$ cat config.mk
export PLATFORM = sky130hd
export DESIGN_NAME = skencode_top
export DESIGN_NICKNAME = d
export VERILOG_FILES = /design/src/design/skencode_pkg.sv /design/src/design/coeff_lane_encoder.sv /design/src/design/key_word_packer.sv /design/src/design/skencode_ctrl.sv /design/src/design/skencode_top.sv
export SDC_FILE = /design/constraint.sdc
export NUM_CORES = 1
export LEC_CHECK = 0
export CORE_MARGIN = 3
export CORE_UTILIZATION = 55
export DETAILED_ROUTE_END_ITERATION = 10
export DONT_BUFFER_PORTS = 1
export GPL_TIMING_DRIVEN = 0
export HOLD_SLACK_MARGIN = 0.05
export PLACE_DENSITY = 0.7
export SKIP_LAST_GASP = 1
export SYNTH_ARGS = -nofsm -noshare
export SYNTH_HDL_FRONTEND = slang
export SYNTH_HIERARCHICAL = 1
export SYNTH_SLANG_ARGS = --single-unit
$ cat constraint.sdc
create_clock -name clk -period 9.4 [get_ports clk]
set_clock_uncertainty 0.1 [all_clocks]
set_input_delay 2.82 -clock clk [delete_from_list [all_inputs] [get_ports clk]]
set_output_delay 2.82 -clock clk [all_outputs]
set_load 0.01 [all_outputs]
$ cat src/design/skencode_pkg.sv
// Shared sizes, memory request type, coefficient and code arrays,
// and the controller state encoding for the secret-key encoder.

package skencode_pkg;

    // ==================================================
    // Sizes
    // ==================================================
    localparam int addr_w  = 15;
    localparam int coeff_w = 24;
    localparam int code_w  = 3;
    localparam int word_w  = 32;

    localparam int mldsa_q = 8380417;
    localparam int mldsa_l = 7;
    localparam int mldsa_k = 8;
    localparam int mldsa_n = 256;

    // Each address holds four coefficients, and a read cycle covers two addresses.
    localparam int num_rd_addr  = ((mldsa_l + mldsa_k) * mldsa_n) / 4;
    localparam int num_rd_pairs = num_rd_addr / 2;
    localparam int num_wr_words = ((mldsa_l + mldsa_k) * mldsa_n * code_w) / word_w;

    // One packed string holds both lanes, and four strings fill the buffer.
    localparam int str_w = 2 * 4 * code_w;
    localparam int buf_w = 4 * str_w;

    // ==================================================
    // Types
    // ==================================================
    typedef enum logic [1:0] {
        mem_idle,
        mem_read,
        mem_write
    } mem_op_e;

    typedef struct packed {
        mem_op_e             op;
        logic [addr_w-1:0]   addr;
    } mem_req_t;

    localparam mem_req_t mem_req_idle = '{op: mem_idle, addr: '0};

    // Each memory address holds four coefficients with coefficient 0 in the low bits.
    typedef logic [3:0][coeff_w-1:0] coeff_quad_t;
    typedef logic [3:0][code_w-1:0]  lane_code_t;

    typedef enum logic [2:0] {
        st_idle,
        st_read,
        st_drain,
        st_wait_pack,
        st_done
    } ctrl_state_e;

endpackage

$ cat src/design/coeff_lane_encoder.sv
// Lane encoder that maps four coefficients to 3-bit eta codes
// and flags any coefficient outside the legal set.

`timescale 1ns/100ps

module coeff_lane_encoder (
    input  skencode_pkg::coeff_quad_t coeffs,
    output skencode_pkg::lane_code_t  codes,
    output logic                      err
);

    logic [3:0] bad;

    // The eta = 2 rule stores 2 - c, with negative values taken modulo q.
    always_comb begin
        for (int i = 0; i < 4; i++) begin
            bad[i] = 1'b0;
            case (coeffs[i])
                skencode_pkg::coeff_w'(0): begin
                    codes[i] = 3'd2;
                end
                skencode_pkg::coeff_w'(1): begin
                    codes[i] = 3'd1;
                end
                skencode_pkg::coeff_w'(2): begin
                    codes[i] = 3'd0;
                end
                skencode_pkg::coeff_w'(skencode_pkg::mldsa_q - 1): begin
                    codes[i] = 3'd3;
                end
                skencode_pkg::coeff_w'(skencode_pkg::mldsa_q - 2): begin
                    codes[i] = 3'd4;
                end
                default: begin
                    // Out of range, so the code is forced to zero.
                    codes[i] = 3'd0;
                    bad[i]   = 1'b1;
                end
            endcase
        end
    end

    assign err = |bad;

endmodule

$ cat src/design/key_word_packer.sv
// Packer that collects 24-bit code strings into a 96-bit buffer
// and writes it to key memory as three 32-bit words.

`timescale 1ns/100ps

module key_word_packer (
    input  logic                              clk,
    input  logic                              reset_n,
    input  logic                              zeroize,
    input  logic [skencode_pkg::addr_w-1:0]   dest_base,
    input  logic                              data_valid,
    input  logic                              abort,
    input  skencode_pkg::lane_code_t          codes_a,
    input  skencode_pkg::lane_code_t          codes_b,
    output skencode_pkg::mem_req_t            wr_req,
    output logic [skencode_pkg::word_w-1:0]   wr_data,
    output logic                              pack_last
);

    logic [skencode_pkg::buf_w-1:0]                   buf_q;
    logic [skencode_pkg::str_w-1:0]                   lane_str;
    logic [1:0]                                       prod_idx;
    logic [1:0]                                       cons_idx;
    logic                                             cons_busy;
    logic                                             run_active;
    logic [$clog2(skencode_pkg::num_wr_words+1)-1:0]  word_cnt;
    logic [skencode_pkg::addr_w-1:0]                  dest_lock;
    logic [skencode_pkg::addr_w-1:0]                  wr_addr;
    logic                                             group_done;
    logic                                             run_end;

    // Lane A fills the low half of each string.
    assign lane_str   = {codes_b, codes_a};
    assign group_done = data_valid && (prod_idx == 2'd3);
    assign wr_addr    = dest_lock +
                        {{(skencode_pkg::addr_w - $bits(word_cnt)){1'b0}}, word_cnt};

    // The last word of the image is on the bus once the counter has wrapped to the end.
    assign run_end = (wr_req.op == skencode_pkg::mem_write) &&
                     (int'(word_cnt) == skencode_pkg::num_wr_words);

    // ==================================================
    // Producer side
    // ==================================================
    always_ff @(posedge clk) begin
        if (data_valid) begin
            buf_q[prod_idx * skencode_pkg::str_w +: skencode_pkg::str_w] <= lane_str;
        end
        if (data_valid && !run_active) begin
            dest_lock <= dest_base;
        end
    end

    // ==================================================
    // Consumer side
    // ==================================================

    // A slice is still intact while it is on the bus, since the next group only
    // overwrites string k one cycle after word k has gone out.
    always_comb begin
        case (cons_idx)
            2'd0: wr_data = buf_q[0 +: skencode_pkg::word_w];
            2'd1: wr_data = buf_q[skencode_pkg::word_w +: skencode_pkg::word_w];
            2'd2: wr_data = buf_q[2 * skencode_pkg::word_w +: skencode_pkg::word_w];
            default: wr_data = '0;
        endcase
    end

    always_ff @(posedge clk or negedge reset_n) begin
        if (!reset_n) begin
            prod_idx   <= '0;
            cons_idx   <= '0;
            cons_busy  <= 1'b0;
            run_active <= 1'b0;
            word_cnt   <= '0;
            wr_req     <= skencode_pkg::mem_req_idle;
            pack_last  <= 1'b0;
        end
        else if (zeroize || abort) begin
            prod_idx   <= '0;
            cons_idx   <= '0;
            cons_busy  <= 1'b0;
            run_active <= 1'b0;
            word_cnt   <= '0;
            wr_req     <= skencode_pkg::mem_req_idle;
            pack_last  <= 1'b0;
        end
        else begin
            pack_last <= run_end;

            if (data_valid) begin
                prod_idx   <= prod_idx + 1'b1;
                run_active <= 1'b1;
            end

            // A full group arms the consumer, which then sends three words back to back.
            if (group_done) begin
                wr_req    <= '{op: skencode_pkg::mem_write, addr: wr_addr};
                cons_idx  <= 2'd0;
                cons_busy <= 1'b1;
                word_cnt  <= word_cnt + 1'b1;
            end
            else if (cons_busy) begin
                wr_req   <= '{op: skencode_pkg::mem_write, addr: wr_addr};
                cons_idx <= cons_idx + 1'b1;
                word_cnt <= word_cnt + 1'b1;
                if (cons_idx == 2'd1) begin
                    cons_busy <= 1'b0;
                end
            end
            else begin
                wr_req <= skencode_pkg::mem_req_idle;
            end

            if (run_end) begin
                word_cnt   <= '0;
                run_active <= 1'b0;
                prod_idx   <= '0;
            end
        end
    end

endmodule

$ cat src/design/skencode_ctrl.sv
// Sequencer for the secret-key encoder: paired coefficient reads,
// lane error qualification, and the done and error pulses.

`timescale 1ns/100ps

module skencode_ctrl (
    input  logic                              clk,
    input  logic                              reset_n,
    input  logic                              zeroize,
    input  logic                              enable,
    input  logic [skencode_pkg::addr_w-1:0]   src_base,
    input  logic                              err_a,
    input  logic                              err_b,
    input  logic                              pack_last,
    output skencode_pkg::mem_req_t            rd_req_a,
    output skencode_pkg::mem_req_t            rd_req_b,
    output logic                              data_valid,
    output logic                              abort,
    output logic                              done,
    output logic                              error
);

    skencode_pkg::ctrl_state_e state;
    skencode_pkg::ctrl_state_e next_state;

    logic [$clog2(skencode_pkg::num_rd_pairs)-1:0] pair_cnt;
    logic [skencode_pkg::addr_w-1:0]               locked_src;
    logic [skencode_pkg::addr_w-1:0]               rd_base;
    logic [skencode_pkg::addr_w-1:0]               pair_off;
    logic [skencode_pkg::addr_w-1:0]               pair_addr;
    logic                                          issue_rd;
    logic                                          bad_hit;

    // ==================================================
    // Read addressing
    // ==================================================

    // The first pair goes out in the enable cycle, before the lock has settled.
    assign rd_base  = (state == skencode_pkg::st_idle) ? src_base : locked_src;
    assign pair_off = {{(skencode_pkg::addr_w - $bits(pair_cnt) - 1){1'b0}}, pair_cnt, 1'b0};
    assign pair_addr = rd_base + pair_off;

    assign issue_rd = ((state == skencode_pkg::st_idle) && enable) ||
                      (state == skencode_pkg::st_read);

    // Lane flags are only meaningful while returned data is valid.
    assign bad_hit = data_valid & (err_a | err_b);

    always_ff @(posedge clk) begin
        if ((state == skencode_pkg::st_idle) && enable) begin
            locked_src <= src_base;
        end
    end

    // ==================================================
    // State machine
    // ==================================================
    always_comb begin
        next_state = state;
        case (state)
            skencode_pkg::st_idle: begin
                if (enable) begin
                    next_state = skencode_pkg::st_read;
                end
            end
            skencode_pkg::st_read: begin
                if (int'(pair_cnt) == skencode_pkg::num_rd_pairs - 1) begin
                    next_state = skencode_pkg::st_drain;
                end
            end
            skencode_pkg::st_drain: begin
                // The last pair's data comes back in the next cycle.
                next_state = skencode_pkg::st_wait_pack;
            end
            skencode_pkg::st_wait_pack: begin
                if (pack_last) begin
                    next_state = skencode_pkg::st_done;
                end
            end
            skencode_pkg::st_done: begin
                next_state = skencode_pkg::st_idle;
            end
            default: begin
                next_state = skencode_pkg::st_idle;
            end
        endcase
    end

    always_ff @(posedge clk or negedge reset_n) begin
        if (!reset_n) begin
            state      <= skencode_pkg::st_idle;
            pair_cnt   <= '0;
            rd_req_a   <= skencode_pkg::mem_req_idle;
            rd_req_b   <= skencode_pkg::mem_req_idle;
            data_valid <= 1'b0;
            abort      <= 1'b0;
            done       <= 1'b0;
            error      <= 1'b0;
        end
        else if (zeroize || bad_hit) begin
            // An invalid coefficient ends the run the same way a zeroize does,
            // except that it is reported and the packer is told to drop its state.
            state      <= skencode_pkg::st_idle;
            pair_cnt   <= '0;
            rd_req_a   <= skencode_pkg::mem_req_idle;
            rd_req_b   <= skencode_pkg::mem_req_idle;
            data_valid <= 1'b0;
            abort      <= bad_hit & ~zeroize;
            done       <= 1'b0;
            error      <= bad_hit & ~zeroize;
        end
        else begin
            state      <= next_state;
            abort      <= 1'b0;
            error      <= 1'b0;
            done       <= (state == skencode_pkg::st_wait_pack) && pack_last;
            data_valid <= (rd_req_a.op == skencode_pkg::mem_read);

            if (issue_rd) begin
                rd_req_a <= '{op: skencode_pkg::mem_read, addr: pair_addr};
                rd_req_b <= '{op: skencode_pkg::mem_read, addr: pair_addr + 1'b1};
                pair_cnt <= pair_cnt + 1'b1;
            end
            else begin
                rd_req_a <= skencode_pkg::mem_req_idle;
                rd_req_b <= skencode_pkg::mem_req_idle;
                pair_cnt <= '0;
            end
        end
    end

endmodule

$ cat src/design/skencode_top.sv
// Top level of the secret-key encoder: controller, two lane
// encoders and the key word packer.

`timescale 1ns/100ps

module skencode_top (
    input  logic                              clk,
    input  logic                              reset_n,
    input  logic                              zeroize,
    input  logic                              enable,
    input  logic [skencode_pkg::addr_w-1:0]   src_base,
    input  logic [skencode_pkg::addr_w-1:0]   dest_base,
    input  skencode_pkg::coeff_quad_t         rd_data_a,
    input  skencode_pkg::coeff_quad_t         rd_data_b,
    output skencode_pkg::mem_req_t            rd_req_a,
    output skencode_pkg::mem_req_t            rd_req_b,
    output skencode_pkg::mem_req_t            wr_req,
    output logic [skencode_pkg::word_w-1:0]   wr_data,
    output logic                              done,
    output logic                              error
);

    skencode_pkg::lane_code_t codes_a;
    skencode_pkg::lane_code_t codes_b;
    logic                     err_a;
    logic                     err_b;
    logic                     data_valid;
    logic                     abort;
    logic                     pack_last;

    // ==================================================
    // Control
    // ==================================================
    skencode_ctrl i_ctrl (
        .clk        (clk),
        .reset_n    (reset_n),
        .zeroize    (zeroize),
        .enable     (enable),
        .src_base   (src_base),
        .err_a      (err_a),
        .err_b      (err_b),
        .pack_last  (pack_last),
        .rd_req_a   (rd_req_a),
        .rd_req_b   (rd_req_b),
        .data_valid (data_valid),
        .abort      (abort),
        .done       (done),
        .error      (error)
    );

    // ==================================================
    // Datapath
    // ==================================================

    // Port A carries the even address of each pair and port B the odd one.
    coeff_lane_encoder i_lane_a (
        .coeffs (rd_data_a),
        .codes  (codes_a),
        .err    (err_a)
    );

    coeff_lane_encoder i_lane_b (
        .coeffs (rd_data_b),
        .codes  (codes_b),
        .err    (err_b)
    );

    key_word_packer i_packer (
        .clk        (clk),
        .reset_n    (reset_n),
        .zeroize    (zeroize),
        .dest_base  (dest_base),
        .data_valid (data_valid),
        .abort      (abort),
        .codes_a    (codes_a),
        .codes_b    (codes_b),
        .wr_req     (wr_req),
        .wr_data    (wr_data),
        .pack_last  (pack_last)
    );

endmodule

; Yosys cells after proc, flatten, opt, wreduce, memory -nomap -nowiden
; Cells that the tools add are included.
[totals]
register_bits = 208
out_inout_bits = 85
[classes]
addsub = 8
mul = 1
eq_ne = 45
shifts = 2
mux = 54
bitwise = 4
n_reduce_logical = 33
[ops]
columns = cell, n
row1 = $eq 24x23->1 const B, 16
row2 = $eq 24x1->1 const B, 8
row3 = $eq 24x2->1 const B, 8
row4 = $logic_not 24->1, 8
row5 = $pmux 3 s4, 9
row6 = $bwmux 96, 1
row7 = $pmux 32 s3, 1
row8 = $shift 24x34->96 const A, 1
row9 = $shiftx 24x34->96, 1
row10 = $mux 17, 5
row11 = $mux 9, 6
row12 = $reduce_or 5->1, 8
row13 = $neg 7->34, 1
row14 = $mux 16, 2
row15 = $mux 1, 19
row16 = $add 9x1->9 const B, 2
row17 = $add 15x1->15 const B, 1
row18 = $add 15x10->15, 1
row19 = $add 15x9->15, 1
row20 = $mux 15, 1
row21 = $mux 2, 6
row22 = $mux 3, 4
row23 = $eq 9x7->1 const B, 1
row24 = $eq 9x9->1 const B, 1
row25 = other kinds (20), 35

; Logic depth before layout (Yosys ltp)
[logic_depth]
depth_word = 9
mapped_depth = 14
ltp_nobuf = 12

; Modules after synthesis
; The synthesis kept the hierarchy.
[modules_own_cells]
columns = module, instances, cells_each, area_each_um2
row1 = key_word_packer, 1, 554, 6775.2
row2 = skencode_ctrl, 1, 274, 3105.5
row3 = coeff_lane_encoder, 2, 114, 725.7

; Worst setup path after synthesis
; OpenSTA, ideal clock, no wires.
[synth_path]
kind = in2reg
startpoint = in src_base[1] in the netlist's numbering
endpoint = reg i_ctrl/rd_req_b[12] (netlist name)
setup_time_ns = 0.132
t_arrival_ns = 5.504
required_time_ns = 9.168
setup_slack_ns = 3.664
cell_stages = 11
path_buffers = 0
path_cell_list = mux2_2 -> ha_1 -> fa_1 -> a211o_1 -> a2111oi_2 -> nand3b_2 -> nand3_2 -> or4b_4 -> and3b_1 -> xor2_1 -> nor2_1
[synth_via]
elab_chain_len = 5
[synth_rtl]
columns = item, line_no
row1 = start: declaration, skencode_top.sv:11  ; input logic [skencode_pkg::addr_w-1:0] src_base,
row2 = $mux 15, skencode_ctrl.sv:39  ; assign rd_base = (state == skencode_pkg::st_idle) ? src_base : locked_src;
row3 = $add 15x10->15, skencode_ctrl.sv:41  ; assign pair_addr = rd_base + pair_off;
row4 = $add 15x1->15, skencode_ctrl.sv:121  ; rd_req_b <= '{op: skencode_pkg::mem_read, addr: pair_addr + 1'b1};
row5 = $mux 16, skencode_ctrl.sv:119  ; if (issue_rd) begin
row6 = $mux 17, skencode_ctrl.sv:100  ; else if (zeroize || bad_hit) begin
; Every way passes these cells.
; A chain may end at the register's enable or synchronous reset.

; Worst setup path after layout
[layout_path]
startpoint = in rd_data_a[73] in the netlist's numbering
endpoint = reg i_ctrl/rd_req_b[5] (netlist name)
[layout_via]
elab_chain_len = 8
[layout_rtl]
columns = item, line_no
row1 = start: declaration, skencode_top.sv:13  ; input skencode_pkg::coeff_quad_t rd_data_a,
row2 = "$eq 24x2->1, or another cell as far along", coeff_lane_encoder.sv:18  ; case (coeffs[i])
row3 = $reduce_or 5->1 (no source line) *, n/a
row4 = $mux 1 *, coeff_lane_encoder.sv:18
row5 = $reduce_or 4->1 *, coeff_lane_encoder.sv:43  ; assign err = |bad;
row6 = named net err_a, skencode_top.sv:25  ; logic err_a;
row7 = $or 1x1->1 *, skencode_ctrl.sv:47  ; assign bad_hit = data_valid & (err_a | err_b);
row8 = $and 1x1->1 *, skencode_ctrl.sv:47
row9 = $logic_or 1x1->1 *, skencode_ctrl.sv:100
row10 = $mux 17 *, skencode_ctrl.sv:100
; Mark *: on every way through the listed nets, which the timed path passes. The rest lies on a longest branch.

==> impl_results.md <==
* Iter 0 DRT Violations at 740
* Worst skew pair latency at 0.50 ns
* Layout area overhead at 9.47%
* RSZ-0062 raised after global routing: false
* Die X at approximately 150 µm
* CP endpoint: i_ctrl/rd_req_b[5]$_DFF_PN0_
* Max_slew headroom at 11.5%
* Core ar. at 0.0198 mm²
* FFs w/ async S/R, synth at 38.2%
* CTS clk-pin slew, worst paths at 0.06 ns
* Mapped Area at between 0.01 and 0.015 mm²
* Vias at around 8.9k
* Worst Tran Pin Value at 1.33 ns
* Levels on crit path at 11
* Share of layout cells above drive strength 1 at 8.93%
* Routed Wire Length at ~32000 µm
* Worst Path Max Fanout at 10
* DR pass1 iterations at 6
* Final min period at 6.07 ns
* Vias in the first global route at 8840
* Count of cell types in the netlist at 82
* Worst setup EP type: flop
* Hold Violations, Final at 0
* Slowest cell on crit path: or4_1
* Mean Syn Cell Area at about 11 µm²
* Synth top area share at 33.4%
* Die height at 150 µm
* Initial Util at 57.1%
* Worst Hold Class: reg2reg
* Critical Path AT at roughly 6.4 ns
* Slew Viols, Final at 0
* CTS buffer count at 22
* Hold path cells at 2
* Setup WS post-layout at 3.33 ns
* Met3 wire length at approximately 2900 µm
* CP Class: in2reg
* First-pass GRT wire length at roughly 50000 µm
* PortBufs at 0
* Max cap viols at 0
* CTS tree: done
* Final period util at 64.6%
* Hold-fix buffer count after cts at 0
* Remaining DRCs at 0
* GPL Wtd Cong at 0.948
* Worst R2R End: i_ctrl/rd_req_b[14]$_DFF_PN0_
* Sequential fraction of the synthesis area at 50.6%
* Nets at 1340
* Flop2flop setup slack at 4.60 ns
* Largest cells by area after synthesis: edfxtp_1 (33%), dfrtp_1 (17%), nor2_1 (4.9%)
* Synth Register Bits at 204
* Post-cts repair resize count at 0
* F_max at between 0.15 and 0.2 GHz
* Clk Tree Root Cell: clkbuf_16
* R2r worst-path depth at 14
* WP data required at 9.72 ns
* Crit path launch: rd_data_a[73]
* Pwr Total at 0.00218 W
* Sink Count at about 200
* # fillers at around 1.6k
* ANT nets after route at 0
* Area leader, netlist: edfxtp_1
* Post-CTS Setup Bufs at 0
* Setup TNS at 0 ns
* Routed len/inst at 23.5 µm
* Antenna violations before repair at 0
* CP Cell Sequence: or3b_1 -> or4_4 -> a21o_1 -> a32oi_1 -> o211ai_1 -> o21ai_0 -> nand2b_1 -> or4_1 -> clkbuf_1 -> buf_1 -> nor2_1
* Status: finished clean
* Io pins at 311
* Metal-1 WL at between 10000 and 15000 µm
* Buf+Inv Stages, Crit Path at 2
* Predominant post-synthesis flop cell: edfxtp_1
* Leak at between 4 and 5 nW
* Routed wl met2 at around 15000 µm
* Die area at ~0.022 mm²
* Max incr delay on CP at 0.59 ns
* Post-synthesis cell count at 1056
* Startpoint types: input pin
* Worst vdd ir at 127 µV
* Syn. warnings at 6
* Largest net degree at the start of global routing at 79
* Htree depth at 1
* Grt ovf at 0
* Final setup violation count at 0
* # rows at 51
* Pwr dens at around 180 mW/mm²
* EDFF count, synth at 126
* Vias per Instance at around 6.6
* Top Layer Used: met4
* CP delay by family, top: simple AND/OR/NAND/NOR gates
* Clock Path Buffers at 3
* Gr usage total at around 28%
* HPWL after DPL at between 20000 and 25000 µm
* Worst r2r src: i_ctrl/state[2]$_DFFE_PN0P_
* Post-place setup slack at 2.84 ns
synth_stat cells, drive strengths merged (5+ instances only):
cell and count:
dfrtp 78, nand4 52, xnor2 16, a222oi 32
a21oi 27, inv 27, xor2 28, o21a 6
a22oi 24, nor2 149, nand2b 11, nor4bb 8
buf 23, a22o 8, nor2b 11, a211oi 7
or4 12, and2 43, clkbuf 25, nor3 33
nand2 50, mux2i 20, and3 27, a21o 5
nand3 24, ha 31, mux2 11, nand4b 12
nor4b 10, o31ai 5, a2111oi 5, edfxtp 126
o21ai 12, nor4 47, nor3b 5
state kept, by name (all words and copies together), names as in the netlist, 2 cells and up:
name                flops
i_packer/dest_lock     15
i_ctrl/rd_req_a        15
i_ctrl/locked_src      15
i_packer/buf_q         96
i_ctrl/pair_cnt         9
i_ctrl/state            3
i_packer/cons_idx       2
i_packer/word_cnt       9
i_ctrl/rd_req_b        16
i_packer/wr_req        16
i_packer/prod_idx       2
layout by cell type (no fill, tap or decap), drive strengths merged, types with 6 or more instances in the layout:
cell type | Yosys | layout
or4 | 12 | 12
nor2 | 149 | 149
dfrtp | 78 | 78
nor4b | 10 | 10
nor3 | 33 | 33
a22oi | 24 | 24
nand3 | 24 | 24
edfxtp | 126 | 126
xnor2 | 16 | 16
clkinv | 0 | 6
clkbuf | 25 | 55
nand2 | 50 | 50
mux2 | 11 | 11
and3 | 27 | 27
nor4bb | 8 | 8
a222oi | 32 | 32
nor2b | 11 | 11
o21a | 6 | 6
nand2b | 11 | 11
xor2 | 28 | 28
buf | 23 | 23
and2 | 43 | 43
a21oi | 27 | 27
nand4b | 12 | 12
ha | 31 | 31
a22o | 8 | 8
nor4 | 47 | 47
a211oi | 7 | 7
nand4 | 52 | 52
inv | 27 | 28
o21ai | 12 | 12
mux2i | 20 | 20
final cells by class:
type / instances / area [µm²] / area share [%]
inverter: 27 / 101 / 0.817
buffer: 48 / 223 / 1.80
antenna: 1 / 2.50 / 0.0202
sequential: 204 / 5740 / 46.2
tap: 265 / 332 / 2.67
clock buffer: 30 / 632 / 5.09
multi-input combinational: 778 / 5280 / 42.6
clock inverter: 10 / 101 / 0.817
how the worst min path moves through the flow:
stage / slack (ns) / start / endpoint
3_3_place_gp: 0.38 / i_packer/run_active$_DFFE_PN0P_ / i_packer/run_active$_DFFE_PN0P_
4_1_cts: 0.40 / i_packer/run_active$_DFFE_PN0P_ / i_packer/run_active$_DFFE_PN0P_
5_1_grt: 0.47 / i_packer/run_active$_DFFE_PN0P_ / i_packer/run_active$_DFFE_PN0P_
3_5_place_dp: 0.38 / i_packer/run_active$_DFFE_PN0P_ / i_packer/run_active$_DFFE_PN0P_
6_report: 0.41 / i_packer/run_active$_DFFE_PN0P_ / i_packer/run_active$_DFFE_PN0P_
2_1_floorplan: 0.35 / i_ctrl/error$_DFF_PN0_ / i_packer/pack_last$_DFF_PN0_
layer usage:
| metal | global-route usage [%] | vias to the layer above |
|---|---|---|
| li1 | - | 4091 |
| met1 | 37.4 | 4287 |
| met2 | 45.1 | 471 |
| met3 | 5.00 | 79 |
| met4 | 10.7 | 0 |
| met5 | 0 | - |
stage by stage:
step / hold slack [ns] / utilization (%) / cells / area [µm²]
finish: 0.410 / 62.5 / 1363 / 12400
detailed placement: 0.382 / 58.8 / 1322 / 11700
global route: 0.469 / 62.5 / 1362 / 12400
floorplan: 0.355 / - / 1057 / 11300
CTS: 0.396 / 62.5 / 1362 / 12400
global placement: 0.377 / 58.8 / 1322 / 11700
logic make-up (layout without fill, tap and decap cells):
family / after synthesis / count (layout) / synth area share, %
simple gates: 513 / 513 / 25.5
buf+inv: 75 / 115 / 2.86
xor+xnor: 44 / 44 / 3.40
fa+ha+maj: 33 / 33 / 3.78
mux: 31 / 31 / 2.86
other cells: 2 / 4 / 0.0663
flops: 204 / 204 / 50.6
compound gates: 154 / 154 / 10.9
report_power, final:
| part | switching (W) | leakage (nW) | internal [W] |
|---|---|---|---|
| Clock | 0.000337 | 0.357 | 0.000525 |
| Combinational | 0.000183 | 1.99 | 0.000109 |
| Sequential | 0.0000325 | 2.30 | 0.000997 |
| Total | 0.000553 | 4.65 | 0.00163 |
worst register-to-register path: stages (launching register included):
cell and delay (ns):
dfrtp_1 0.35, buf_2 0.18, nor3_4 0.42, clkbuf_1 0.51, mux2_2 0.42, ha_1 0.23, fa_1 0.47, a211o_1 0.35
a2111oi_2 0.30, nand3b_2 0.23, nand3_2 0.11, or4b_4 0.52, nor2b_2 0.18, nand4_1 0.12, a21oi_1 0.21
No activity file was read; power rests on OpenSTA's default activity.
